<file path="config.mk">
export PLATFORM = sky130hd
export DESIGN_NAME = quant_mult_stage
export DESIGN_NICKNAME = d
export VERILOG_FILES = /design/src/common/quant_pkg.sv /design/src/common/scale_pkg.sv /design/src/quant_lane/quant_mult_stage.sv
export SDC_FILE = /design/constraint.sdc
export NUM_CORES = 1
export LEC_CHECK = 0
export ABC_AREA = 1
export BUFFER_PORTS_ARGS = -buffer_cell sky130_fd_sc_hd__buf_2
export CORE_ASPECT_RATIO = 1.25
export CORE_MARGIN = 2
export CORE_UTILIZATION = 40
export DETAILED_ROUTE_END_ITERATION = 8
export GPL_ROUTABILITY_DRIVEN = 1
export RECOVER_POWER = 25
export SLEW_MARGIN = 5
export SYNTH_ARGS = -nofsm -noshare
export SYNTH_HDL_FRONTEND = slang
export SYNTH_SLANG_ARGS = --single-unit
</file>
<file path="constraint.sdc">
create_clock -name clk -period 0.8 [get_ports clk]
set_input_delay 0 -clock clk [delete_from_list [all_inputs] [get_ports clk]]
set_output_delay 0 -clock clk [all_outputs]
set_load 0.1 [all_outputs]
</file>
<file path="src/common/quant_pkg.sv">
package quant_pkg;

    // ********************************************************************
    // data-path widths
    // ********************************************************************

    parameter int COEF_W    = 16;   // coefficient and level width
    parameter int MAG_W     = 16;   // unsigned magnitude, holds |-32768|
    parameter int PROD_W    = 31;   // magnitude times scale
    parameter int SUM_W     = 32;   // product plus rounding offset

    // lane count used when the top level is not overridden
    parameter int LANES_DEF = 32;

    // ********************************************************************
    // opcodes
    // ********************************************************************

    typedef enum logic [0:0] {
        MODE_FWD = 1'b0,    // quantize
        MODE_INV = 1'b1     // dequantize
    } mode_e;

endpackage

</file>
<file path="src/common/scale_pkg.sv">
package scale_pkg;

    // ********************************************************************
    // scale-path widths
    // ********************************************************************

    parameter int QP_W     = 6;     // qp 0..51
    parameter int Q_W      = 16;    // multiplier width
    parameter int SHIFT_W  = 5;     // right shift amount
    parameter int OFFSET_W = 28;    // rounding offset width

    // ********************************************************************
    // transform size and slice type
    // ********************************************************************

    // coded as log2(N) - 2
    typedef enum logic [1:0] {
        SIZE_4  = 2'd0,
        SIZE_8  = 2'd1,
        SIZE_16 = 2'd2,
        SIZE_32 = 2'd3
    } size_e;

    typedef enum logic [0:0] {
        SLICE_INTER = 1'b0,
        SLICE_INTRA = 1'b1
    } slice_e;

    // ********************************************************************
    // scale tables, indexed by qp mod 6
    // ********************************************************************

    // forward quantizer multipliers
    parameter logic [Q_W-1:0] FWD_SCALE [6] = '{
        16'd26214, 16'd23302, 16'd20560,
        16'd18396, 16'd16384, 16'd14564
    };

    // inverse multipliers, scaled up by qp div 6 in the generator
    parameter logic [Q_W-1:0] INV_SCALE [6] = '{
        16'd40, 16'd45, 16'd51,
        16'd57, 16'd64, 16'd72
    };

endpackage

</file>
<file path="src/quant_lane/quant_mult_stage.sv">
`timescale 1ns/100ps

module quant_mult_stage (
    input  logic                                clk,
    input  logic                                rst,
    input  logic                                i_valid,
    input  logic signed [quant_pkg::COEF_W-1:0] i_coef,
    input  logic [scale_pkg::Q_W-1:0]           i_scale,
    output logic [quant_pkg::PROD_W-1:0]        o_prod,
    output logic                                o_neg
);

    import quant_pkg::*;
    import scale_pkg::*;

    logic [MAG_W-1:0]     coef_mag;
    logic [MAG_W+Q_W-1:0] prod_full;
    logic                 coef_neg;

    // ********************************************************************
    // magnitude and multiply
    // ********************************************************************

    assign coef_neg = i_coef[COEF_W-1];

    // -32768 maps to 32768, which still fits MAG_W unsigned
    assign coef_mag = coef_neg ? (~i_coef + 1'b1) : i_coef;

    // both tables stay below 2^15, so the top bit is always clear
    assign prod_full = coef_mag * i_scale;

    always_ff @(posedge clk or negedge rst) begin
        if (!rst) begin
            o_prod <= '0;
            o_neg  <= 1'b0;
        end else if (i_valid) begin
            o_prod <= prod_full[PROD_W-1:0];
            o_neg  <= coef_neg;
        end else begin
            o_prod <= '0;       // idle rows carry zero
            o_neg  <= 1'b0;
        end
    end

endmodule

</file>
### After elaboration in Yosys (flattened, before gate mapping)

Index checks and enable logic that the tools add are counted.

* bits in registers: 32
* output and inout port bits: 32

* add/sub/neg operators: 1
* $mul: 1
* multiplexer cells: 3
* bitwise gates (word level): 1

Operators with widths (number)
* 16-bit by 16-bit multiplier with 31-bit output: 1
* 31-bit 2-to-1 mux: 1
* 16-bit by 1-bit adder with 16-bit output (second input constant): 1
* 16-bit 2-to-1 mux: 1
* 16-bit inverter: 1
* 1-bit 2-to-1 mux: 1

### Longest topological paths before layout

* depth in word-level cells: 5
* depth in mapped cells: 35

### Worst setup path before layout

OpenSTA, ideal clock, no wires.

* kind: input port to flip-flop
* start: input i_coef[0] (netlist bit)
* end: register o_prod[30] (netlist bit)
* arrival: 5.487 ns
* data required time: 0.681 ns
* slack: -4.806 ns
* cell stages on the path: 29
* path buffers: 2
* path through: buf_4 > inv_4 > ha_1 > nand2_1 > nor3_2 > nand3_2 > nand2_2 > nand2_1 > xor2_2 > buf_2 > nand2_1 > fa_1 > fa_1 > fa_1 > inv_1 > fa_1 > fa_1 > inv_1 > fa_1 > inv_1 > ha_1 > nand2_1 > inv_1 > a21oi_1 > nand3_1 > nand2_1 > nand2_1 > a21oi_1 > nor2_1

* word-level cells in the longest chain between the ends: 5

Ends and longest elaborated chain
* start, declared: line quant_mult_stage.sv:7 `input logic signed [quant_pkg::COEF_W-1:0] i_coef,`
* 16-bit inverter: line quant_mult_stage.sv:27 `assign coef_mag = coef_neg ? (~i_coef + 1'b1) : i_coef;`
* 16-bit by 1-bit adder with 16-bit output: line quant_mult_stage.sv:27
* 16-bit 2-to-1 mux *: line quant_mult_stage.sv:27
* 16-bit by 16-bit multiplier with 31-bit output *: line quant_mult_stage.sv:30 `assign prod_full = coef_mag * i_scale;`
* 31-bit 2-to-1 mux *: line quant_mult_stage.sv:36 `end else if (i_valid) begin`
* end signal, assigned: line quant_mult_stage.sv:37 `o_prod <= prod_full[PROD_W-1:0];`
* end, declared: line quant_mult_stage.sv:9 `output logic [quant_pkg::PROD_W-1:0] o_prod,`

Mark *: on every way between the ends. The rest lies on a longest branch, timed or not.

### Worst setup path after layout

* start: input i_coef[0] (netlist bit)
* end: register o_prod[22] (netlist bit)

Same word-level chain as after synthesis.

==> results.toml <==
[synthesis]
syn_area_per_cell_um2 = 7.59
synthArstFlopShare = 1.00
ys_seq_area_frac = 0.0787
synth_enable_flop_cells = 0
ys_types = 38
synth.most_common_cell = "nand2_1"
syn_nets = 1669
ys_seq_elements = 32
syn_area_um2 = 10200
synth_cells = 1340
yosysTopAreaCell = "fa_1"
synth_area_leaders = "fa_1 38%, ha_1 12%, nand2_1 12%"
ys.flop_type = "dfrtp_1"
synth_top_area_frac = 0.380
yosys_warnings = 0
synth_common_cells = "313 x nand2_1, 312 x inv_1, 193 x fa_1"

[die]
core_area_um2 = 25100
initial_core_util = 0.405
die_h_um = 182
die_w_um = 147
fp-row-count = 65
die_area_um2 = 26700
io_pins = 67

[critical_path]
end_kind = "register"
crit_path_frequent_cell = "fa_1"
max_stage_delay_ns = 0.53
worstPathMaxFanout = 4
crit_type = "in2reg"
cp.required_ns = 0.99
start_kind = "input port"
cp.arrival_ns = 5.74
crit_path_top_delay_cell = "fa_1"

[grt]
grtUsageMet2 = 0.439
grt_pass1_wl_um = 51800
met3_usage = 0.0180
busiest_layer = "met2"
grt_max_degree = 33
grt_usage = 0.245
grt.overflow.total = 0
antenna_found_initial = 0
grt_pass1_vias = 10023
met1_usage = 0.315

[clock_network]
clkSlewWorstSetupHoldPaths_ns = 0.07
cts.sinks = 32
clk_path_buf_depth = 2
h-tree-depth = 2
cts_tree = "yes"
cts_buffers = 5
root_buffer = "clkbuf_16"

[finish]
antenna_cells = 0
drive_gt1_frac = 0.365
fill_cells = 2183
regArea_um2 = 840
multiInputGateArea_um2 = 9180
syn_to_final_growth_pct = 44.8
nets = 1948

[route]
wire_per_inst_um = 16.1
antenna_left = 0
drc = 0
drt_iter0_drc = 469
via_count = 9475
drt_pass1_iterations = 5
totalWireLength_um = 31400
viasPerCell = 4.85

[sta]
finalCriticalPeriod_ns = 5.55
tightest_slew_ns = 0.448
slew-limit-headroom = 0.701
rsz0062_at_grt = "yes"
hold_viol_final = 0
drv_slew = 0
setup_tns_ns = -121.47
finalSetupViolations = 62
fin_hold_ws_ns = 0.0299
fmax_mhz = 180
finalWorstSetupSlack_ns = -4.75
finalCritPeriodShare = 6.93

[min_path]
hold_path.class = "in2reg"

[status]
violations = "setup timing"
status = "complete, but fails checks"

[placement]
gp_congestion = 0.941
port-buffer-count = 66
hpwl_um = 27100

[run]
maxCapViolations = 0
area by class of cell:
cell class / instances / share of cell area
Clock buffer: 6 / 0.00943
Clock inverter: 2 / 0.000680
Inverter: 326 / 0.0862
Multi-Input combinational cell: 952 / 0.623
Sequential cell: 32 / 0.0570
Tap cell: 335 / 0.0285
Timing Repair Buffer: 302 / 0.195
cell usage in the layout (no fill, tap or decap), drive strengths merged:
cell type      n
buf          301
clkbuf         6
a21oi         38
o21a           1
nor3b          3
nand2        317
nor2         188
a21o           2
xnor2          3
nor3           6
nand3b         2
or2            4
inv          320
o21bai         5
and2           1
nand4          8
clkinv         7
nand3         49
dlygate4sd3    1
fa           193
ha           101
xor2           5
o21ai         26
clkinvlp       1
dfrtp         32
path summary, 6_finish.rpt:
kind                            from                    to  cells after the start
setup / recovery           i_coef[0]  o_prod[22]$_DFF_PN0_                     32
hold / removal             i_coef[0]   o_prod[0]$_DFF_PN0_                      4
max in group asynchronous        rst   o_prod[7]$_DFF_PN0_                      3
min in group asynchronous        rst  o_prod[18]$_DFF_PN0_                      3
metrics by stage:
stage	instances	setup WS [ns]	utilization	area (um^2)
2_1_floorplan	1340	-4.61	-	10800
3_3_place_gp	1911	-5.21	0.537	13500
3_5_place_dp	1911	-5.27	0.537	13500
4_1_cts	1947	-4.70	0.575	14400
5_1_grt	1955	-4.92	0.586	14700
6_report	1955	-4.75	0.586	14700
layer usage:
layer / up-vias / share of wire
met5: - / 0
met4: 0 / 0.038
met3: 63 / 0.037
met1: 4693 / 0.42
met2: 227 / 0.51
li1: 4492 / -
worst max-delay path: cells and delay by family:
kind | cells | cell delay (ns)
buf+inv | 10 | 0.74
compound gates | 2 | 0.21
fa+ha+maj | 8 | 3.42
simple gates | 11 | 1.21
xor+xnor | 1 | 0.16
registers in the layout (all words and copies together) (netlist names):
signal,flops
o_prod,31
o_neg,1
timing repair:
item | CTS | global route
resized for setup | 157 | 69
endpoints found under the setup margin | 62 | 62
hold buffers | 1 | 0
pin swaps | 90 | 32
setup buffers | 30 | 8
endpoints found under the hold margin | 32 | 0
logic make-up (layout without fill, tap and decap cells):
logic type | count (synthesis) | in the layout | share of synthesized area
flops | 32 | 32 | 0.0787
fa+ha+maj | 294 | 294 | 0.504
compound gates | 72 | 72 | 0.0389
buf+inv | 356 | 636 | 0.133
simple gates | 578 | 578 | 0.232
xor+xnor | 8 | 8 | 0.0128
Power is not shown: default switching activity piles up to over one toggle a cycle in this logic, so the estimate is an artifact.
