--- src/common/quant_pkg.sv ---
package quant_pkg;

    // ********************************************************************
    // data-path widths
    // ********************************************************************

    parameter int COEF_W    = 16;   // coefficient and level width
    parameter int MAG_W     = 16;   // unsigned magnitude, holds |-32768|
    parameter int PROD_W    = 31;   // magnitude times scale
    parameter int SUM_W     = 32;   // product plus rounding offset

    // lane count used when the top level is not overridden
    parameter int LANES_DEF = 32;

    // ********************************************************************
    // opcodes
    // ********************************************************************

    typedef enum logic [0:0] {
        MODE_FWD = 1'b0,    // quantize
        MODE_INV = 1'b1     // dequantize
    } mode_e;

endpackage

--- src/common/scale_pkg.sv ---
package scale_pkg;

    // ********************************************************************
    // scale-path widths
    // ********************************************************************

    parameter int QP_W     = 6;     // qp 0..51
    parameter int Q_W      = 16;    // multiplier width
    parameter int SHIFT_W  = 5;     // right shift amount
    parameter int OFFSET_W = 28;    // rounding offset width

    // ********************************************************************
    // transform size and slice type
    // ********************************************************************

    // coded as log2(N) - 2
    typedef enum logic [1:0] {
        SIZE_4  = 2'd0,
        SIZE_8  = 2'd1,
        SIZE_16 = 2'd2,
        SIZE_32 = 2'd3
    } size_e;

    typedef enum logic [0:0] {
        SLICE_INTER = 1'b0,
        SLICE_INTRA = 1'b1
    } slice_e;

    // ********************************************************************
    // scale tables, indexed by qp mod 6
    // ********************************************************************

    // forward quantizer multipliers
    parameter logic [Q_W-1:0] FWD_SCALE [6] = '{
        16'd26214, 16'd23302, 16'd20560,
        16'd18396, 16'd16384, 16'd14564
    };

    // inverse multipliers, scaled up by qp div 6 in the generator
    parameter logic [Q_W-1:0] INV_SCALE [6] = '{
        16'd40, 16'd45, 16'd51,
        16'd57, 16'd64, 16'd72
    };

endpackage

--- src/hw/quant_scale_gen.sv ---
`timescale 1ns/100ps

module quant_scale_gen #(
    parameter int BIT_DEPTH = 8
) (
    input  logic                            clk,
    input  logic                            rst,
    input  quant_pkg::mode_e                i_mode,
    input  scale_pkg::size_e                i_size,
    input  scale_pkg::slice_e               i_slice,
    input  logic [scale_pkg::QP_W-1:0]      i_qp,
    output logic [scale_pkg::Q_W-1:0]       o_scale,
    output logic [scale_pkg::OFFSET_W-1:0]  o_offset,
    output logic [scale_pkg::SHIFT_W-1:0]   o_shift
);

    import quant_pkg::*;
    import scale_pkg::*;

    // ********************************************************************
    // rounding constants
    // ********************************************************************

    localparam int FWD_SHIFT_BASE  = 29;   // 14 + 15 for the forward path
    localparam int FWD_OFS_POS     = 9;    // round factors are in 1/512 units
    localparam int FWD_ROUND_INTRA = 171;  // about 1/3
    localparam int FWD_ROUND_INTER = 85;   // about 1/6
    localparam int INV_SHIFT_BASE  = 5;

    logic [QP_W-3:0]     qp_div;    // qp / 6, up to 10
    logic [2:0]          qp_rem;    // qp % 6
    logic [2:0]          log2n;     // 2..5
    logic [OFFSET_W-1:0] fwd_round;
    logic [SHIFT_W-1:0]  shift_d;
    logic [OFFSET_W-1:0] offset_d;

    assign qp_div = (QP_W-2)'(i_qp / 6);
    assign qp_rem = 3'(i_qp % 6);
    assign log2n  = {1'b0, i_size} + 3'd2;

    assign fwd_round = (i_slice == SLICE_INTRA) ? OFFSET_W'(FWD_ROUND_INTRA)
                                                : OFFSET_W'(FWD_ROUND_INTER);

    // ********************************************************************
    // scale, shift and offset for the row now at the input
    // ********************************************************************

    always_comb begin
        if (i_mode == MODE_FWD) begin
            o_scale  = FWD_SCALE[qp_rem];
            shift_d  = SHIFT_W'(FWD_SHIFT_BASE - BIT_DEPTH + qp_div - log2n);
            offset_d = fwd_round << (shift_d - SHIFT_W'(FWD_OFS_POS));
        end else begin
            o_scale  = INV_SCALE[qp_rem] << qp_div;   // level scale times 2^(qp/6)
            shift_d  = SHIFT_W'(BIT_DEPTH + log2n - INV_SHIFT_BASE);
            offset_d = OFFSET_W'(1) << (shift_d - 1'b1);  // half of one step
        end
    end

    // offset and shift meet the product one stage later
    always_ff @(posedge clk or negedge rst) begin
        if (!rst) begin
            o_offset <= '0;
            o_shift  <= '0;
        end else begin
            o_offset <= offset_d;
            o_shift  <= shift_d;
        end
    end

endmodule

--- config.mk ---
export PLATFORM = sky130hd
export DESIGN_NAME = quant_scale_gen
export DESIGN_NICKNAME = d
export VERILOG_FILES = /design/src/common/quant_pkg.sv /design/src/common/scale_pkg.sv /design/src/hw/quant_scale_gen.sv
export SDC_FILE = /design/constraint.sdc
export NUM_CORES = 1
export LEC_CHECK = 0
export ABC_CLOCK_PERIOD_IN_PS = 13820
export BUFFER_PORTS_ARGS = -buffer_cell sky130_fd_sc_hd__buf_2
export CAP_MARGIN = 25
export CORE_ASPECT_RATIO = 0.9
export CORE_MARGIN = 2
export CORE_UTILIZATION = 60
export CTS_CLUSTER_DIAMETER = 40
export CTS_CLUSTER_SIZE = 30
export DETAILED_ROUTE_END_ITERATION = 7
export MAX_ROUTING_LAYER = met4
export PLACE_DENSITY = 0.83
export REMOVE_ABC_BUFFERS = 1
export SKIP_LAST_GASP = 1
export SYNTH_ARGS = -nofsm -noshare
export SYNTH_HDL_FRONTEND = slang
export SYNTH_SLANG_ARGS = --single-unit
--- constraint.sdc ---
create_clock -name clk -period 13.82 [get_ports clk]
set_input_delay 1.382 -clock clk [delete_from_list [all_inputs] [get_ports clk]]
set_output_delay 1.382 -clock clk [all_outputs]
set_load 0.03 [all_outputs]
# Yosys cells after proc, flatten, opt, wreduce, memory -nomap -nowiden

Memories as Yosys holds them, arrays and structs flattened.
Cells that the tools add are included.

Bits in registers: 33
ROM bits: 256
Input port bits: 12
Output and inout port bits: 49
Word-level logic and storage cells: 26
Memories: 2

Memories:

| name             | depth | width | read ports | clocked after Yosys merged registers in | write ports | RTL line              | RTL |
|---|---|---|---|---|---|---|---|
| (name not given) | 8     | 16    | 1          | 0                                       | 0           | quant_scale_gen.sv:54 | `o_scale = INV_SCALE[qp_rem] << qp_div;` |
| (name not given) | 8     | 16    | 1          | 0                                       | 0           | quant_scale_gen.sv:50 | `o_scale = FWD_SCALE[qp_rem];` |

Add/subtract/negate cells: 7
Divide/modulo/power cells: 2
Magnitude comparators: 1
Shifts and indexed selects: 3
Mux-type cells: 8
Bitwise gates (word level): 1

Operator list:

| cell                   | number |
|---|---|
| $mux W16               | 5 |
| $div A6 B3 Y32 const B | 1 |
| $mod A6 B3 Y32 const B | 1 |
| $mux W28               | 1 |
| $shl A1 B5 Y28 const A | 1 |
| $shl A8 B5 Y28         | 1 |
| $shl A16 B4 Y16        | 1 |
| $mux W8                | 1 |
| $add A4 B3 Y5 const A  | 1 |
| $add A5 B4 Y5 const A  | 1 |
| $mux W5                | 1 |
| $sub A5 B1 Y5 const B  | 1 |
| $sub A5 B3 Y5          | 1 |
| $sub A5 B3 Y5 const B  | 1 |
| $sub A5 B4 Y5 const B  | 1 |
| $ge A4 B4 Y1 const B   | 1 |
| $not A3 Y4             | 1 |
| $add A2 B2 Y3 const B  | 1 |

# Longest topological paths before layout

Depth in word-level cells: 7
Depth in mapped cells: 20
Depth with buffers taken out: 18

# Least setup slack after synthesis

No wires, ideal clock.

Kind: input port to output port
Start: input port i_qp[4] (netlist name)
End: output port o_scale[7] (netlist name)
Arrival: 5.220 ns
Data required time: 12.438 ns
Slack: 7.218 ns
Cell stages on the path: 15
Buffers on the path: 2
Cells stage by stage: ha_1 and3b_1 buf_6 or4_4 and4_4 buf_6 nor2_1 nand2_1 xnor2_1 inv_1 ha_1 o311a_1 a22oi_1 o21ai_0 o31ai_1

Word-level cells in the longest chain between the ends: 7
Elaborated cells on any way between the ends: 11
Those cells by class: div: 2; shift: 1; mux: 5; bitwise: 1; memory: 2

RTL lines:

| element                                     | RTL line                                     | RTL |
|---|---|---|
| from (decl)                                 | quant_scale_gen.sv:11                        | `input logic [scale_pkg::QP_W-1:0] i_qp,` |
| $mod A6 B3 Y32                              | quant_scale_gen.sv:38                        | `assign qp_rem = 3'(i_qp % 6);` |
| $not A3 Y4 (not written as such)            | quant_scale_gen.sv:50, quant_scale_gen.sv:54 |  |
| $mem_v2 Z8 W16                              | n/a                                          |  |
| $mux W16 (not written as such) (2 in a row) | quant_scale_gen.sv:54                        |  |
| $shl A16 B4 Y16                             | quant_scale_gen.sv:54                        |  |
| $mux W16 *                                  | quant_scale_gen.sv:49                        | `if (i_mode == MODE_FWD) begin` |
| to (decl)                                   | quant_scale_gen.sv:12                        | `output logic [scale_pkg::Q_W-1:0] o_scale,` |

Every way passes the cells marked *; elsewhere a longest branch is shown, timed or not. The select of a mux whose other input is x is not followed.

# Final worst setup path

Start: input port i_qp[4] (netlist name)
End: output port o_scale[12] (netlist name)

Same word-level chain as after synthesis.

==> results.md <==
- Outcome: finished clean
- HPWL Detailed: 5650 um
- Final Setup Violations: 0
- Slew @ Worst Pin: 0.912 ns
- Post-synthesis sequential element count: 33
- Setup TNS: 0 ns
- Synth area leaders: dfrtp_1 28%, ha_1 11%, nor2_1 6.3%
- Initial DRT Pass Iterations: 5
- Clk slew on worst S/H paths: 0.06 ns
- PostCTS Resize Cnt: 0
- Clk pwr share: 18.5%
- Crit-path max FO: 23
- Sw Ratio: 48.4%
- GRT Overall Usage: 30.0%
- N_diodes: 0
- Reg power frac: 24.5%
- First-pass GRT wire length: 12900 um
- Post-synthesis mux area share: 2.81%
- Core Footprint: 4800 um2
- Adder-Cell Fraction of Synth Area: 12.0%
- Vias per cell: 6.27
- Pin count of the biggest net entering global routing: 39
- Routed len/inst: 16.7 um
- Hold crit path type: in2async
- Initial core utilization: 62.0%
- Clock buffer depth: 2
- Max Slew Vio Count: 0
- Final wirelength: 7950 um
- Warnings, synthesis: 0
- Setup slack after layout: 6.23 ns
- Post-CTS Setup Bufs: 0
- Hold-fix buffers, CTS: 0
- Most frequent cell after synthesis: nor2_1
- Power Dens Cells: 150 nW/um2
- Worst setup SP type: input pin
- CTS tree: done
- Vias in the first global route: 2778
- Number of synthesized flops with an enable pin: 0
- Share of cells above drive strength 1: 20.9%
- Register area share after synthesis: 27.7%
- Synth Instances: 362
- FMAX: 132 MHz
- Final Cycle Share: 54.9%
- Final estimated routing congestion in global placement: 0.959
- Top FF cell, synth: dfrtp_1
- Cell area after synthesis: 2980 um2
- Commonest cells in the netlist: 50 x nor2_1, 33 x dfrtp_1, 33 x nand2_1, 27 x ha_1, 24 x o21ai_0
- Die footprint: 5550 um2
- Worst VDD drop: 0.0922 mV
- H-tree Lvls: 2
- Largest family of logic cells by synthesized area: compound AO/OA/AOI/OAI gates
- Arr. time, crit path: 6.21 ns
- Pre-CTS setup slack: 6.32 ns
- CTS root buf: clkbuf_8
- Grt total ovfl: 0
- Internal power: 258 uW
- Final nets: 450
- Synth top area share: 27.7%
- Die Wd: 78.3 um
- Worst setup path category: in2out
- Post-Synth Simple-Gate Area: 20.8%
- CTS sink count: 33
- Min cycle time layout: 7.59 ns
- Via count: 2985
- Relative slew slack: 38.8%
- Die H: 70.9 um
- Final hold vios: 0
- Post-synth top area cell: dfrtp_1
- Pleak: 1.66 nW
- Worst EP required: 12.44 ns
- # DRC: 0
- Combinational share of power: 57.1%
- Initial DRC count: 199
- Area growth, synth to finish: 11.8%
- Routed Antenna Nets: 0
- Maxcap violations: 0
- Critical path capture point type: output pin
- CTS Buf Count: 5
- Ys async rst share: 100%
- Distinct cells, synth: 68
- I/O Buffers: 60
- # IOs: 61
- NetSw: 242 uW
- Avg Inst Size Synth: 8.23 um2
- RSZ-0062 raised after global routing: false
- Initial antenna violation count: 0
- Xor and xnor area share after synthesis: 4.12%
- Rows: 24
- Compound-cell area share of the yosys netlist: 24.7%
-- power groups by stage --
stage               Sequential [mW]  Clock (mW)  Combinational, mW
finish                        0.122      0.0923              0.285
global route                  0.124      0.0976              0.309
CTS                           0.123      0.0934              0.280
detailed placement            0.124           0              0.277
global placement              0.123           0              0.276
floorplan                     0.169           0              0.158
-- per-layer routing --
| layer | vias to the layer above | part of all wire, % | track usage (%) | wire length [um] |
|---|---|---|---|---|
| met1 | 1391 | 41 | 36.0 | 3270 |
| met5 | - | 0 | - | 0 |
| met3 | 29 | 6.5 | 3.32 | 520 |
| met4 | 0 | 3.7 | 15.0 | 295 |
| met2 | 160 | 49 | 50.5 | 3860 |
| li1 | 1405 | - | - | - |
-- registers in the layout, indices dropped and copies added, names as in the netlist --
| register | count |
|---|---|
| o_offset | 28 |
| o_shift | 5 |
-- stage by stage --
| step | total power, mW | util (%) | std cells | cell area [um2] | hold WS [ns] |
|---|---|---|---|---|---|
| floorplan | 0.327 | - | 342 | 2820 | 1.09 |
| global placement | 0.399 | 66.9 | 468 | 3210 | 1.44 |
| detailed placement | 0.401 | 66.9 | 468 | 3210 | 1.45 |
| CTS | 0.497 | 69.3 | 476 | 3330 | 1.16 |
| global route | 0.531 | 69.3 | 476 | 3330 | 1.21 |
| finish | 0.500 | 69.3 | 476 | 3330 | 1.14 |
-- critical path, cell delays in order --
cell	delay, ns
buf_2	0.18
ha_1	0.77
nor2_1	0.30
or4_4	0.60
and4_4	0.25
nor2_1	0.30
nand2_1	0.15
xnor2_1	0.34
inv_1	0.21
ha_1	0.27
and3_2	0.22
o31ai_2	0.24
o31ai_1	0.12
mux2_2	0.32
a311o_1	0.36
buf_2	0.18
-- worst paths after layout --
kind	from	endpoint	slack, ns	cells past startpoint
setup / recovery	i_qp[4]	o_scale[12]	6.23	16
hold / removal	rst	o_offset[2]	1.14	1
max in group asynchronous	rst	o_offset[27]	12.24	1
min in group clk	i_size[0]	o_shift[0]	1.38	2
-- cells by family (layout without fill, tap and decap cells) --
kind of cell / count (synthesis) / in the layout
and+or+nand+nor: 132 / 132
DFF: 33 / 33
muxes: 8 / 8
xor gates and xnor gates: 14 / 14
adders and majority gates: 28 / 28
AOI/OAI and AO/OA: 106 / 106
buffers and inverters: 41 / 90
-- cell usage in the layout, fill, tap and decap left out, types with 2 or more instances in the layout --
master / n
a2111oi_0: 2
a211o_1: 3
a211oi_1: 6
a21boi_0: 2
a21o_1: 3
a21oi_1: 19
a22o_1: 3
a22oi_1: 2
a31o_2: 3
a31oi_1: 6
a32o_1: 2
a32oi_1: 3
and2_1: 2
and3_1: 3
buf_2: 60
clkbuf_8: 6
clkinv_1: 2
dfrtp_1: 33
ha_1: 27
inv_1: 19
mux2_2: 3
mux2i_1: 5
nand2_1: 33
nand2b_1: 3
nand3_1: 11
nor2_1: 50
nor3_1: 10
nor4_1: 4
o2111a_1: 2
o211ai_1: 2
o21ai_0: 24
o22ai_1: 3
o311ai_0: 2
o31ai_1: 4
o32ai_1: 2
or3_1: 2
xnor2_1: 9
xor2_1: 5
-- layout make-up --
type | count | area, um2
multi-input combinational | 288 | 1920
timing repair buffer | 61 | 308
tap | 65 | 81.3
clock inverter | 1 | 30.0
inverter | 21 | 78.8
fill | 419 | 1480
clock buffer | 7 | 86.3
sequential | 33 | 826
Power figures use the tool's default switching activity.
