===== src/common/quant_pkg.sv =====
package quant_pkg;

    // ********************************************************************
    // data-path widths
    // ********************************************************************

    parameter int COEF_W    = 16;   // coefficient and level width
    parameter int MAG_W     = 16;   // unsigned magnitude, holds |-32768|
    parameter int PROD_W    = 31;   // magnitude times scale
    parameter int SUM_W     = 32;   // product plus rounding offset

    // lane count used when the top level is not overridden
    parameter int LANES_DEF = 32;

    // ********************************************************************
    // opcodes
    // ********************************************************************

    typedef enum logic [0:0] {
        MODE_FWD = 1'b0,    // quantize
        MODE_INV = 1'b1     // dequantize
    } mode_e;

endpackage


===== src/common/scale_pkg.sv =====
package scale_pkg;

    // ********************************************************************
    // scale-path widths
    // ********************************************************************

    parameter int QP_W     = 6;     // qp 0..51
    parameter int Q_W      = 16;    // multiplier width
    parameter int SHIFT_W  = 5;     // right shift amount
    parameter int OFFSET_W = 28;    // rounding offset width

    // ********************************************************************
    // transform size and slice type
    // ********************************************************************

    // coded as log2(N) - 2
    typedef enum logic [1:0] {
        SIZE_4  = 2'd0,
        SIZE_8  = 2'd1,
        SIZE_16 = 2'd2,
        SIZE_32 = 2'd3
    } size_e;

    typedef enum logic [0:0] {
        SLICE_INTER = 1'b0,
        SLICE_INTRA = 1'b1
    } slice_e;

    // ********************************************************************
    // scale tables, indexed by qp mod 6
    // ********************************************************************

    // forward quantizer multipliers
    parameter logic [Q_W-1:0] FWD_SCALE [6] = '{
        16'd26214, 16'd23302, 16'd20560,
        16'd18396, 16'd16384, 16'd14564
    };

    // inverse multipliers, scaled up by qp div 6 in the generator
    parameter logic [Q_W-1:0] INV_SCALE [6] = '{
        16'd40, 16'd45, 16'd51,
        16'd57, 16'd64, 16'd72
    };

endpackage


===== src/quant_lane/quant_round_stage.sv =====
`timescale 1ns/100ps

module quant_round_stage (
    input  logic                                clk,
    input  logic                                rst,
    input  logic                                i_valid,
    input  logic [quant_pkg::PROD_W-1:0]        i_prod,
    input  logic                                i_neg,
    input  logic [scale_pkg::OFFSET_W-1:0]      i_offset,
    input  logic [scale_pkg::SHIFT_W-1:0]       i_shift,
    output logic signed [quant_pkg::COEF_W-1:0] o_level
);

    import quant_pkg::*;

    // ********************************************************************
    // saturation limits as magnitudes
    // ********************************************************************

    localparam logic [SUM_W-1:0] POS_LIM = SUM_W'((1 << (COEF_W-1)) - 1);  // 32767
    localparam logic [SUM_W-1:0] NEG_LIM = SUM_W'(1 << (COEF_W-1));        // 32768

    localparam logic [COEF_W-1:0] LEVEL_MAX = {1'b0, {(COEF_W-1){1'b1}}};
    localparam logic [COEF_W-1:0] LEVEL_MIN = {1'b1, {(COEF_W-1){1'b0}}};

    logic [SUM_W-1:0]  sum;
    logic [SUM_W-1:0]  mag;
    logic [SUM_W-1:0]  neg_mag;
    logic [COEF_W-1:0] level_d;

    assign sum     = SUM_W'(i_prod) + SUM_W'(i_offset);
    assign mag     = sum >> i_shift;
    assign neg_mag = '0 - mag;

    // sign back on, then clamp to the 16-bit range
    always_comb begin
        if (i_neg) begin
            if (mag > NEG_LIM) begin
                level_d = LEVEL_MIN;
            end else begin
                level_d = neg_mag[COEF_W-1:0];     // zero magnitude stays zero
            end
        end else begin
            if (mag > POS_LIM) begin
                level_d = LEVEL_MAX;
            end else begin
                level_d = mag[COEF_W-1:0];
            end
        end
    end

    always_ff @(posedge clk or negedge rst) begin
        if (!rst) begin
            o_level <= '0;
        end else if (i_valid) begin
            o_level <= level_d;
        end else begin
            o_level <= '0;      // output is zero between rows
        end
    end

endmodule


===== config.mk =====
export PLATFORM = sky130hd
export DESIGN_NAME = quant_round_stage
export DESIGN_NICKNAME = d
export VERILOG_FILES = /design/src/common/quant_pkg.sv /design/src/common/scale_pkg.sv /design/src/quant_lane/quant_round_stage.sv
export SDC_FILE = /design/constraint.sdc
export NUM_CORES = 1
export LEC_CHECK = 0
export BUFFER_PORTS_ARGS = -buffer_cell sky130_fd_sc_hd__buf_2
export CAP_MARGIN = 20
export CORE_MARGIN = 2
export CORE_UTILIZATION = 35
export CTS_BUF_LIST = sky130_fd_sc_hd__clkbuf_4 sky130_fd_sc_hd__clkbuf_8 sky130_fd_sc_hd__clkbuf_16
export DETAILED_ROUTE_END_ITERATION = 12
export PLACE_DENSITY_LB_ADDON = 0.05
export SLEW_MARGIN = 20
export SYNTH_ARGS = -nofsm -noshare
export SYNTH_HDL_FRONTEND = slang
export SYNTH_SLANG_ARGS = --single-unit

===== constraint.sdc =====
create_clock -name clk -period 0.8 [get_ports clk]
set_input_delay 0.04 -clock clk [delete_from_list [all_inputs] [get_ports clk]]
set_output_delay 0.04 -clock clk [all_outputs]
set_load 0.005 [all_outputs]

======== Yosys cells after proc, flatten, opt, wreduce, memory -nomap -nowiden ========
Index checks and enable logic that the tools add are counted.
Widths: inputs -> output; s select.
word-level totals
  bits in registers ....................... 16
  input port bits ......................... 68
  output and inout bits ................... 16
  word-level logic and storage cells ...... 10
cells by class
  add/sub/neg operators ................... 2
  magnitude comparators ................... 2
  shift-type cells ........................ 1
  mux-type cells .......................... 4
operators with widths
  cell                   number
  $mux 16                4
  $add 31x28->32         1
  $gt 32x15->1 const B   1
  $gt 32x16->1 const B   1
  $shr 32x5->32          1
  $sub 1x16->16 const A  1

======== Logic depth before layout (Yosys ltp) ========
Gate-level depths: netlist of run 1.
  depth after elaboration ................. 6
  mapped depth ............................ 18
  gate-level depth less buffers ........... 16

======== Worst setup path before layout of run 1 ========
Ideal clock, no wire load.
  path type ............................... input -> register
  start ................................... in i_prod[0] (netlist name)
  end ..................................... reg o_level[11] (netlist name)
  library setup time ...................... 0.094 ns
  data arrival time ....................... 3.928 ns
  required time ........................... 0.706 ns
  setup slack ............................. -3.222 ns
  stages on the path ...................... 17
  buffers on the path ..................... 1
  cell sequence ........................... ha_1 fa_1 a211oi_1 nor3_2 o21a_1 nor3_1 o31ai_1 a221o_1 a222oi_1 o31ai_1 a221oi_2 ha_1 nand4_4 nor4_4 a221oi_2 buf_6 a221oi_2
between the ends
  cells in the longest elaborated chain, start to end .. 6
  elaborated cells between the ends (all ways) .. 9
  classes of those cells .................. add/sub: 2; order compare: 2; shift: 1; mux: 4
RTL lines
  item                                        line                                              source
  start, declared                             quant_round_stage.sv:7                            input logic [quant_pkg::PROD_W-1:0] i_prod,
  $add 31x28->32 *                            quant_round_stage.sv:31                           assign sum = SUM_W'(i_prod) + SUM_W'(i_offset);
  $shr 32x5->32 *                             quant_round_stage.sv:32                           assign mag = sum >> i_shift;
  $gt 32x15->1, or another cell as far along  quant_round_stage.sv:44                           if (mag > POS_LIM) begin
  $mux 16 (on tied branches)                  quant_round_stage.sv:44, quant_round_stage.sv:38
  $mux 16 *                                   quant_round_stage.sv:37                           if (i_neg) begin
  $mux 16 *                                   quant_round_stage.sv:55                           end else if (i_valid) begin
  end signal, assigned                        quant_round_stage.sv:56                           o_level <= level_d;
  end, declared                               quant_round_stage.sv:11                           output logic signed [quant_pkg::COEF_W-1:0] o_level
Mark *: on every way between the ends. The rest lies on a longest branch, timed or not.

======== Worst setup path after layout of run 1 ========
  start ................................... in i_offset[0] (netlist name)
  end ..................................... reg o_level[2] (netlist name)
between the ends
  cells in the longest elaborated chain, start to end .. 6
  elaborated cells between the ends (all ways) .. 9
  classes of those cells .................. add/sub: 2; order compare: 2; shift: 1; mux: 4
RTL lines
  item                                        line                                              source
  start, declared                             quant_round_stage.sv:9                            input logic [scale_pkg::OFFSET_W-1:0] i_offset,
  $add 31x28->32 *                            quant_round_stage.sv:31
  $shr 32x5->32 *                             quant_round_stage.sv:32
  $gt 32x15->1, or another cell as far along  quant_round_stage.sv:44
  $mux 16 (on tied branches)                  quant_round_stage.sv:44, quant_round_stage.sv:38
  $mux 16 *                                   quant_round_stage.sv:37
  $mux 16 *                                   quant_round_stage.sv:55
Marks and branches as above.

==> reports/results.ini, run 1 <==
[run_status]
outcome = finished with violations
violations = negative setup slack

[timing]
finalHoldViolations = 0
fmax_mhz = 248.1
period_share_pct = 503.9
rsz0062_at_grt = true
max_slew.worst_pin.slew_ns = 0.7831
period_needed_ns = 4.031
slew_violations = 0
hold_ws_ns = 0.1428
setup_slack_ns = -3.231
worst_slew_margin_rel_pct = 47.24
setup_viol = 16

[placed_design]
gp_congestion = 1.025
dpl.hpwl_um = 24330
io_buffers = 83
pre_cts_ws_ns = -3.714

[finish]
n_antenna_cell = 0
reg.largest.list = o_level: 16 flops
largest_reg_flops = 16
layout-drive-gt1-share_pct = 47.84
nFillCells = 1529
area_delta_synth_final_pct = 65.41
largest-register = o_level
final_nets = 1327

[synth]
ys_warn_count = 0
syn_avg_cell_area_um2 = 7.037
yosysSeqAreaShare_pct = 6.922
ys_ff_latch = 16
synthArstFlopShare_pct = 100.0
synth_top_flop_cell = dfrtp_1
syn_nets = 921
synth_edf_count = 0
syn_inst = 822
ys_types = 99
syn_area_um2 = 5784

[grt]
grt_overflow = 0
grt_pass1_vias = 8421
grt_max_degree = 25
grtUsageTotal_pct = 31.59
antenna_found_initial = 0
grt_pass1_wl_um = 44720

[setup_path]
cp-end-kind = register
arrival_ns = 4.19
start_kind = input pin
required_ns = 0.95
worstSetupPathType = input pin to register
critPathMaxFanout = 5

[route]
vias = 8627
wl_per_cell_um = 20.20
firstDrtPassIters = 7
initialDrtViolationCount = 899
routed_wl_um = 29150
drc = 0
viasPerCell = 5.979
antenna_left = 0

[power]
vdd_drop_max_uv = 1406
p_comb_share_pct = 81.7
p_sw_share_pct = 45.79
p_leak_nw = 4.224
power_density_nw_per_um2 = 1158
switchingPower_mw = 5.074
p_int_mw = 6.007
clock_power_share_pct = 9.7
p_seq_share_pct = 8.6

[min_path]
hp-class = input pin to register
holdPathStages = 4

[clock_tree]
cts-root-buf = clkbuf_16
cts.sinks = 16
cts_tree = built
cts_buffer_depth = 2
path_clk_slew_ns = 0.05
cts_made_buffers = 3
h-tree-depth = 1

[die]
die_x_um = 132.6
die_h_um = 132.6
placementRows = 46
ios = 84
die-area_um2 = 17570
coreArea_um2 = 16000
start_util_pct = 36.15

[flow_run]
maxCapViolCount = 0

power groups by stage:
| stage | Clock (mW) | Sequential [mW] | Combinational (mW) |
|---|---|---|---|
| floorplan | 0 | 0.984 | 4.06 |
| finish | 1.08 | 0.951 | 9.05 |
| CTS | 1.07 | 0.951 | 8.52 |
| global placement | 0 | 0.958 | 8.11 |
| detailed placement | 0 | 0.962 | 8.19 |
| global route | 1.12 | 0.964 | 9.64 |
through the flow:
step                TNS, ns  instance area, um2  total power [mW]  util, %  std cells
finish               -51.19                9568             11.08    59.80       1443
global route         -53.93                9568             11.72    59.80       1443
CTS                  -53.22                9294             10.54    58.09       1438
detailed placement   -58.38                8945             9.150    55.90       1423
global placement     -60.13                8937             9.067    55.86       1422
floorplan            -47.60                5816             5.040        -        822
cells in the mapped netlist (all sizes together) (4+ instances only):
library cell  number  area share (%)
nor2              80             5.3
nand2             78             5.1
a21oi             53             4.7
o21ai             52             4.5
nor3              39             3.5
clkbuf            36             2.3
a211oi            30             4.6
ha                30             6.5
nand3             28             2.4
nand4             25             3.0
buf               24             2.4
o211ai            21             2.8
a221oi            17             3.1
dfrtp             16             6.9
o21a              16             2.1
xnor2             14             2.1
a21o              13             1.7
inv               12            0.78
a31oi             11             1.4
and4              11             1.7
nor4              11             1.8
xor2              11             1.7
or2               10             1.1
nor3b              9             1.2
o22ai              9            0.97
or3                9            0.97
nand2b             8            0.87
a211o              7             1.1
a32oi              7             1.1
mux2i              7             1.2
o221a              7             1.4
o31ai              7             1.3
a2111oi            6            0.91
a21boi             6            0.78
and2               6            0.65
o221ai             6            0.91
a221o              5            0.87
a22oi              5            0.65
and3               5            0.54
or4                5            0.71
a311o              4            0.69
a311oi             4            0.91
mux2               4            0.78
o211a              4            0.69
logic make-up after synthesis:
| group | after synthesis | synth area share, % |
|---|---|---|
| AND/OR/NAND/NOR | 334 | 30.50 |
| AO/OA/AOI/OAI | 329 | 43.54 |
| buffers and inverters | 74 | 5.645 |
| adder cells (fa/ha/maj) | 31 | 6.835 |
| XOR/XNOR | 25 | 3.785 |
| flip-flops | 16 | 6.922 |
| multiplexers | 13 | 2.769 |
worst paths after layout:
check	start	end	slack, ns
setup / recovery	i_offset[0]	o_level[2]	-3.23
hold / removal	i_neg	o_level[0]	0.14
max in group asynchronous	rst	o_level[11]	0.31
min in group asynchronous	rst	o_level[7]	0.23
area by class of cell:
class                   instances  area [um2]  share of cell area (%)
flip-flops and latches         16       400.4                   4.185
multi-input cells             732        5464                   57.11
clock buffers                   4       88.84                  0.9285
inverters                      14       52.55                  0.5492
well taps                     216       270.3                   2.825
repair buffers                461        3292                   34.41
metal layers:
layer	up-vias	global-route usage [%]	part of all wire [%]
li1	4092	-	-
met1	4096	41.73	44
met2	379	52.71	46
met3	60	5.249	7.4
met4	0	9.438	2.9
met5	-	0	0
critical path, stage by stage:
cell	delay, ns
buf_6	0.10
ha_4	0.16
fa_2	0.40
a21o_1	0.21
nand4_1	0.14
nand2_2	0.11
a32o_2	0.31
or3_4	0.37
a32oi_2	0.25
o22ai_1	0.19
a31o_2	0.28
buf_4	0.15
a221oi_4	0.30
nand4_1	0.17
buf_4	0.17
nor4_4	0.34
a221oi_4	0.15
buf_6	0.16
a221oi_2	0.18
layout by cell type (no fill, tap or decap), types with 7 or more instances in the layout:
cell type	netlist	routed
buf_4	2	373
buf_2	15	81
nor2_1	78	77
nand2_1	77	75
a21oi_1	52	46
o21ai_0	43	37
nor3_1	37	31
nand3_1	28	27
nand4_1	24	24
ha_1	30	22
a211oi_1	22	20
o211ai_1	20	20
dfrtp_1	16	16
xnor2_1	14	14
a21o_1	13	13
o21a_1	15	13
inv_1	12	12
o21ai_1	9	11
a31oi_1	10	10
xor2_1	11	10
and4_1	11	9
o22ai_1	9	9
a221oi_2	5	9
or3_1	9	8
nand2b_1	8	8
a21oi_2	1	7
a211oi_2	8	7
mux2i_1	7	7
o221a_2	7	7
or2_2	7	7
a211o_1	7	7
nor3b_1	9	7
ha_2	0	7
what timing repair did:
action / 4_1_cts / 5_1_grt
pin swaps: 14 / 25
endpoints found under the setup margin: 16 / 17
hold buffers: 1 / 0
gates resized for setup: 33 / 57
hold endpoints to repair: 16 / 0
cloned: 1 / 0
setup buffers: 9 / 6
No activity file was read; power rests on OpenSTA's default activity.
==> inputs of run 2 (changes only) <==
--- a/config.mk
+++ b/config.mk
@@ -16,3 +16,4 @@
 export SYNTH_ARGS = -nofsm -noshare
 export SYNTH_HDL_FRONTEND = slang
 export SYNTH_SLANG_ARGS = --single-unit
+export TNS_END_PERCENT = 50
==> run 2 against run 1 <==
Against the previous run:
- the flow still finishes with violations (negative setup slack)
- sequential cell count unchanged
- sequential power about the same
- final cell count is 1.5% higher
- maximum frequency fell by 1.5%
- global-route usage about the same
- non-clock buffer count is 22 higher
- clock power is essentially flat
- sequential share of layout area shrank 0.12 points
- combinational power up 1%
- routed wire length shrank 0.49%
- total power grew 1.0%
==> reports/results.ini, run 2 (synthesis gave the netlist of run 1 again) <==
[run_status]
outcome = finished with violations
violations = negative setup slack

[timing]
setup_slack_ns = -3.292  ; -0.06027 ns
rsz0062_at_grt = true
worst_slew_margin_rel_pct = 52.44  ; +5.2 points
period_share_pct = 511.5  ; +7.5 points
hold_ws_ns = 0.1682  ; +0.02541 ns
setup_viol = 16  ; unchanged
period_needed_ns = 4.092  ; +0.06027 ns
slew_violations = 0  ; unchanged
fmax_mhz = 244.4  ; -1.5%
max_slew.worst_pin.slew_ns = 0.7060  ; -0.07715 ns
finalHoldViolations = 0  ; unchanged

[finish]
final_cell_mix = buf_4, buf_2, nand2_1
post-route-util_pct = 61.50  ; +1.7 points
final_nets = 1349  ; +1.7%
reg.largest.list = o_level: 16 flops
layout-drive-gt1-share_pct = 49.00  ; +1.2 points
area_delta_synth_final_pct = 70.11
final_common_cell = buf_4
n_antenna_cell = 0  ; unchanged
largest-register = o_level
design_area_um2 = 9839  ; +2.8%
largest_reg_flops = 16  ; unchanged

[flow_run]
maxCapViolCount = 0  ; unchanged

[grt]
grt_max_degree = 25  ; unchanged
grt_pass1_wl_um = 45060  ; +0.76%
grt_pass1_vias = 8496  ; +0.89%
antenna_found_initial = 0  ; unchanged
grt_overflow = 0  ; unchanged
grtUsageTotal_pct = 31.62  ; +0.033 points

[clock_tree]
h-tree-depth = 1  ; unchanged
path_clk_slew_ns = 0.05  ; about the same
cts.sinks = 16  ; unchanged
cts_made_buffers = 3  ; unchanged
cts_buffer_depth = 2  ; unchanged
cts-root-buf = clkbuf_16
cts_tree = built

[power]
switchingPower_mw = 5.092  ; +0.36%
p_seq_share_pct = 8.5  ; about the same
p_sw_share_pct = 45.49  ; -0.30 points
p_leak_nw = 4.367  ; +3.4%
vdd_drop_max_uv = 963.4  ; -31%
power_density_nw_per_um2 = 1138  ; -1.8%
p_int_mw = 6.102  ; +1.6%
p_comb_share_pct = 81.9  ; +0.2 points
clock_power_share_pct = 9.6  ; about the same

[setup_path]
critPathMaxFanout = 7  ; +2
arrival_ns = 4.22  ; +0.03 ns
start_kind = input pin
worstSetupPathType = input pin to register
required_ns = 0.93  ; -0.02 ns
cp-end-kind = register

[min_path]
hp-class = input pin to register

[die]
start_util_pct = 36.15  ; unchanged
die-area_um2 = 17570  ; unchanged
die_x_um = 132.6  ; unchanged
coreArea_um2 = 16000  ; unchanged
die_h_um = 132.6  ; unchanged
ios = 84  ; unchanged
placementRows = 46  ; unchanged

[placed_design]
dpl.hpwl_um = 23910  ; -1.7%
io_buffers = 83  ; unchanged
gp_congestion = 0.9978  ; -2.7%
place_area_um2 = 9105  ; +1.8%

[route]
vias = 8790  ; +1.9%
firstDrtPassIters = 5  ; -2
wl_per_cell_um = 19.80  ; -2.0%
drc = 0  ; unchanged
initialDrtViolationCount = 889  ; -1.1%
antenna_left = 0  ; unchanged
viasPerCell = 6.000  ; +0.36%
routed_wl_um = 29000  ; -0.49%

==> run 2: worst max-delay path, cell delays in order <==
cell and delay (ns):
buf_6 0.10, ha_4 0.16, fa_2 0.38, a21o_1 0.21, nand4_1 0.16, nand2_2 0.11
a32o_2 0.31, or4_1 0.48, and4_4 0.21, buf_4 0.15, a31oi_4 0.20, nand3_2 0.17
a32oi_4 0.30, ha_2 0.25, nand4_4 0.10, nor4_4 0.37, buf_4 0.18, nor3_2 0.04
o31a_1 0.29
==> run 2: worst paths after layout <==
kind | from | endpoint | slack (ns) | cells past startpoint
max in group asynchronous | rst | o_level[9] | 0.33 | 2
max | i_prod[0] | o_level[14] | -3.29 | 19
min in group asynchronous | rst | o_level[10] | 0.22 | 2
min | i_neg | o_level[0] | 0.17 | 4
==> run 2: metrics by stage <==
step	setup TNS, ns	instances	power [mW]	setup slack (ns)
after global placement	-60.56	1440	9.077	-3.871
after detailed placement	-60.99	1441	9.169	-3.967
after CTS	-51.00	1459	10.65	-3.261
after floorplan	-47.68	822	5.040	-3.033
final	-51.66	1465	11.19	-3.292
after global routing	-54.66	1465	11.91	-3.469
==> run 2: layer usage <==
layer | up-vias | GRT usage, % | part of all wire, %
met5 | - | 0 | 0
met4 | 0 | 9.319 | 2.6
met3 | 73 | 2.529 | 7.0
met2 | 386 | 53.80 | 47
met1 | 4202 | 42.63 | 43
li1 | 4129 | - | -
==> run 2: power groups by stage <==
stage / logic (mW) / clock network, mW / registers [mW]
after floorplan: 4.06 / 0 / 0.984
after global placement: 8.12 / 0 / 0.958
after detailed placement: 8.21 / 0 / 0.959
after CTS: 8.62 / 1.08 / 0.949
after global routing: 9.81 / 1.14 / 0.956
final: 9.17 / 1.07 / 0.948
==> run 2: layout make-up <==
class | count | area, um2
clock buffers | 4 | 88.84
fillers | 1529 | 6161
inverters | 14 | 52.55
multi-input cells | 732 | 5554
flip-flops and latches | 16 | 400.4
well taps | 216 | 270.3
repair buffers | 483 | 3473
==> run 2: repair_timing <==
item	in CTS	in global routing
cloned	1	0
pin swaps	11	16
buffers inserted	12	8
resized for setup	45	52
setup endpoints to repair	16	16
endpoints found under the hold margin	16	0
hold buffers	1	0
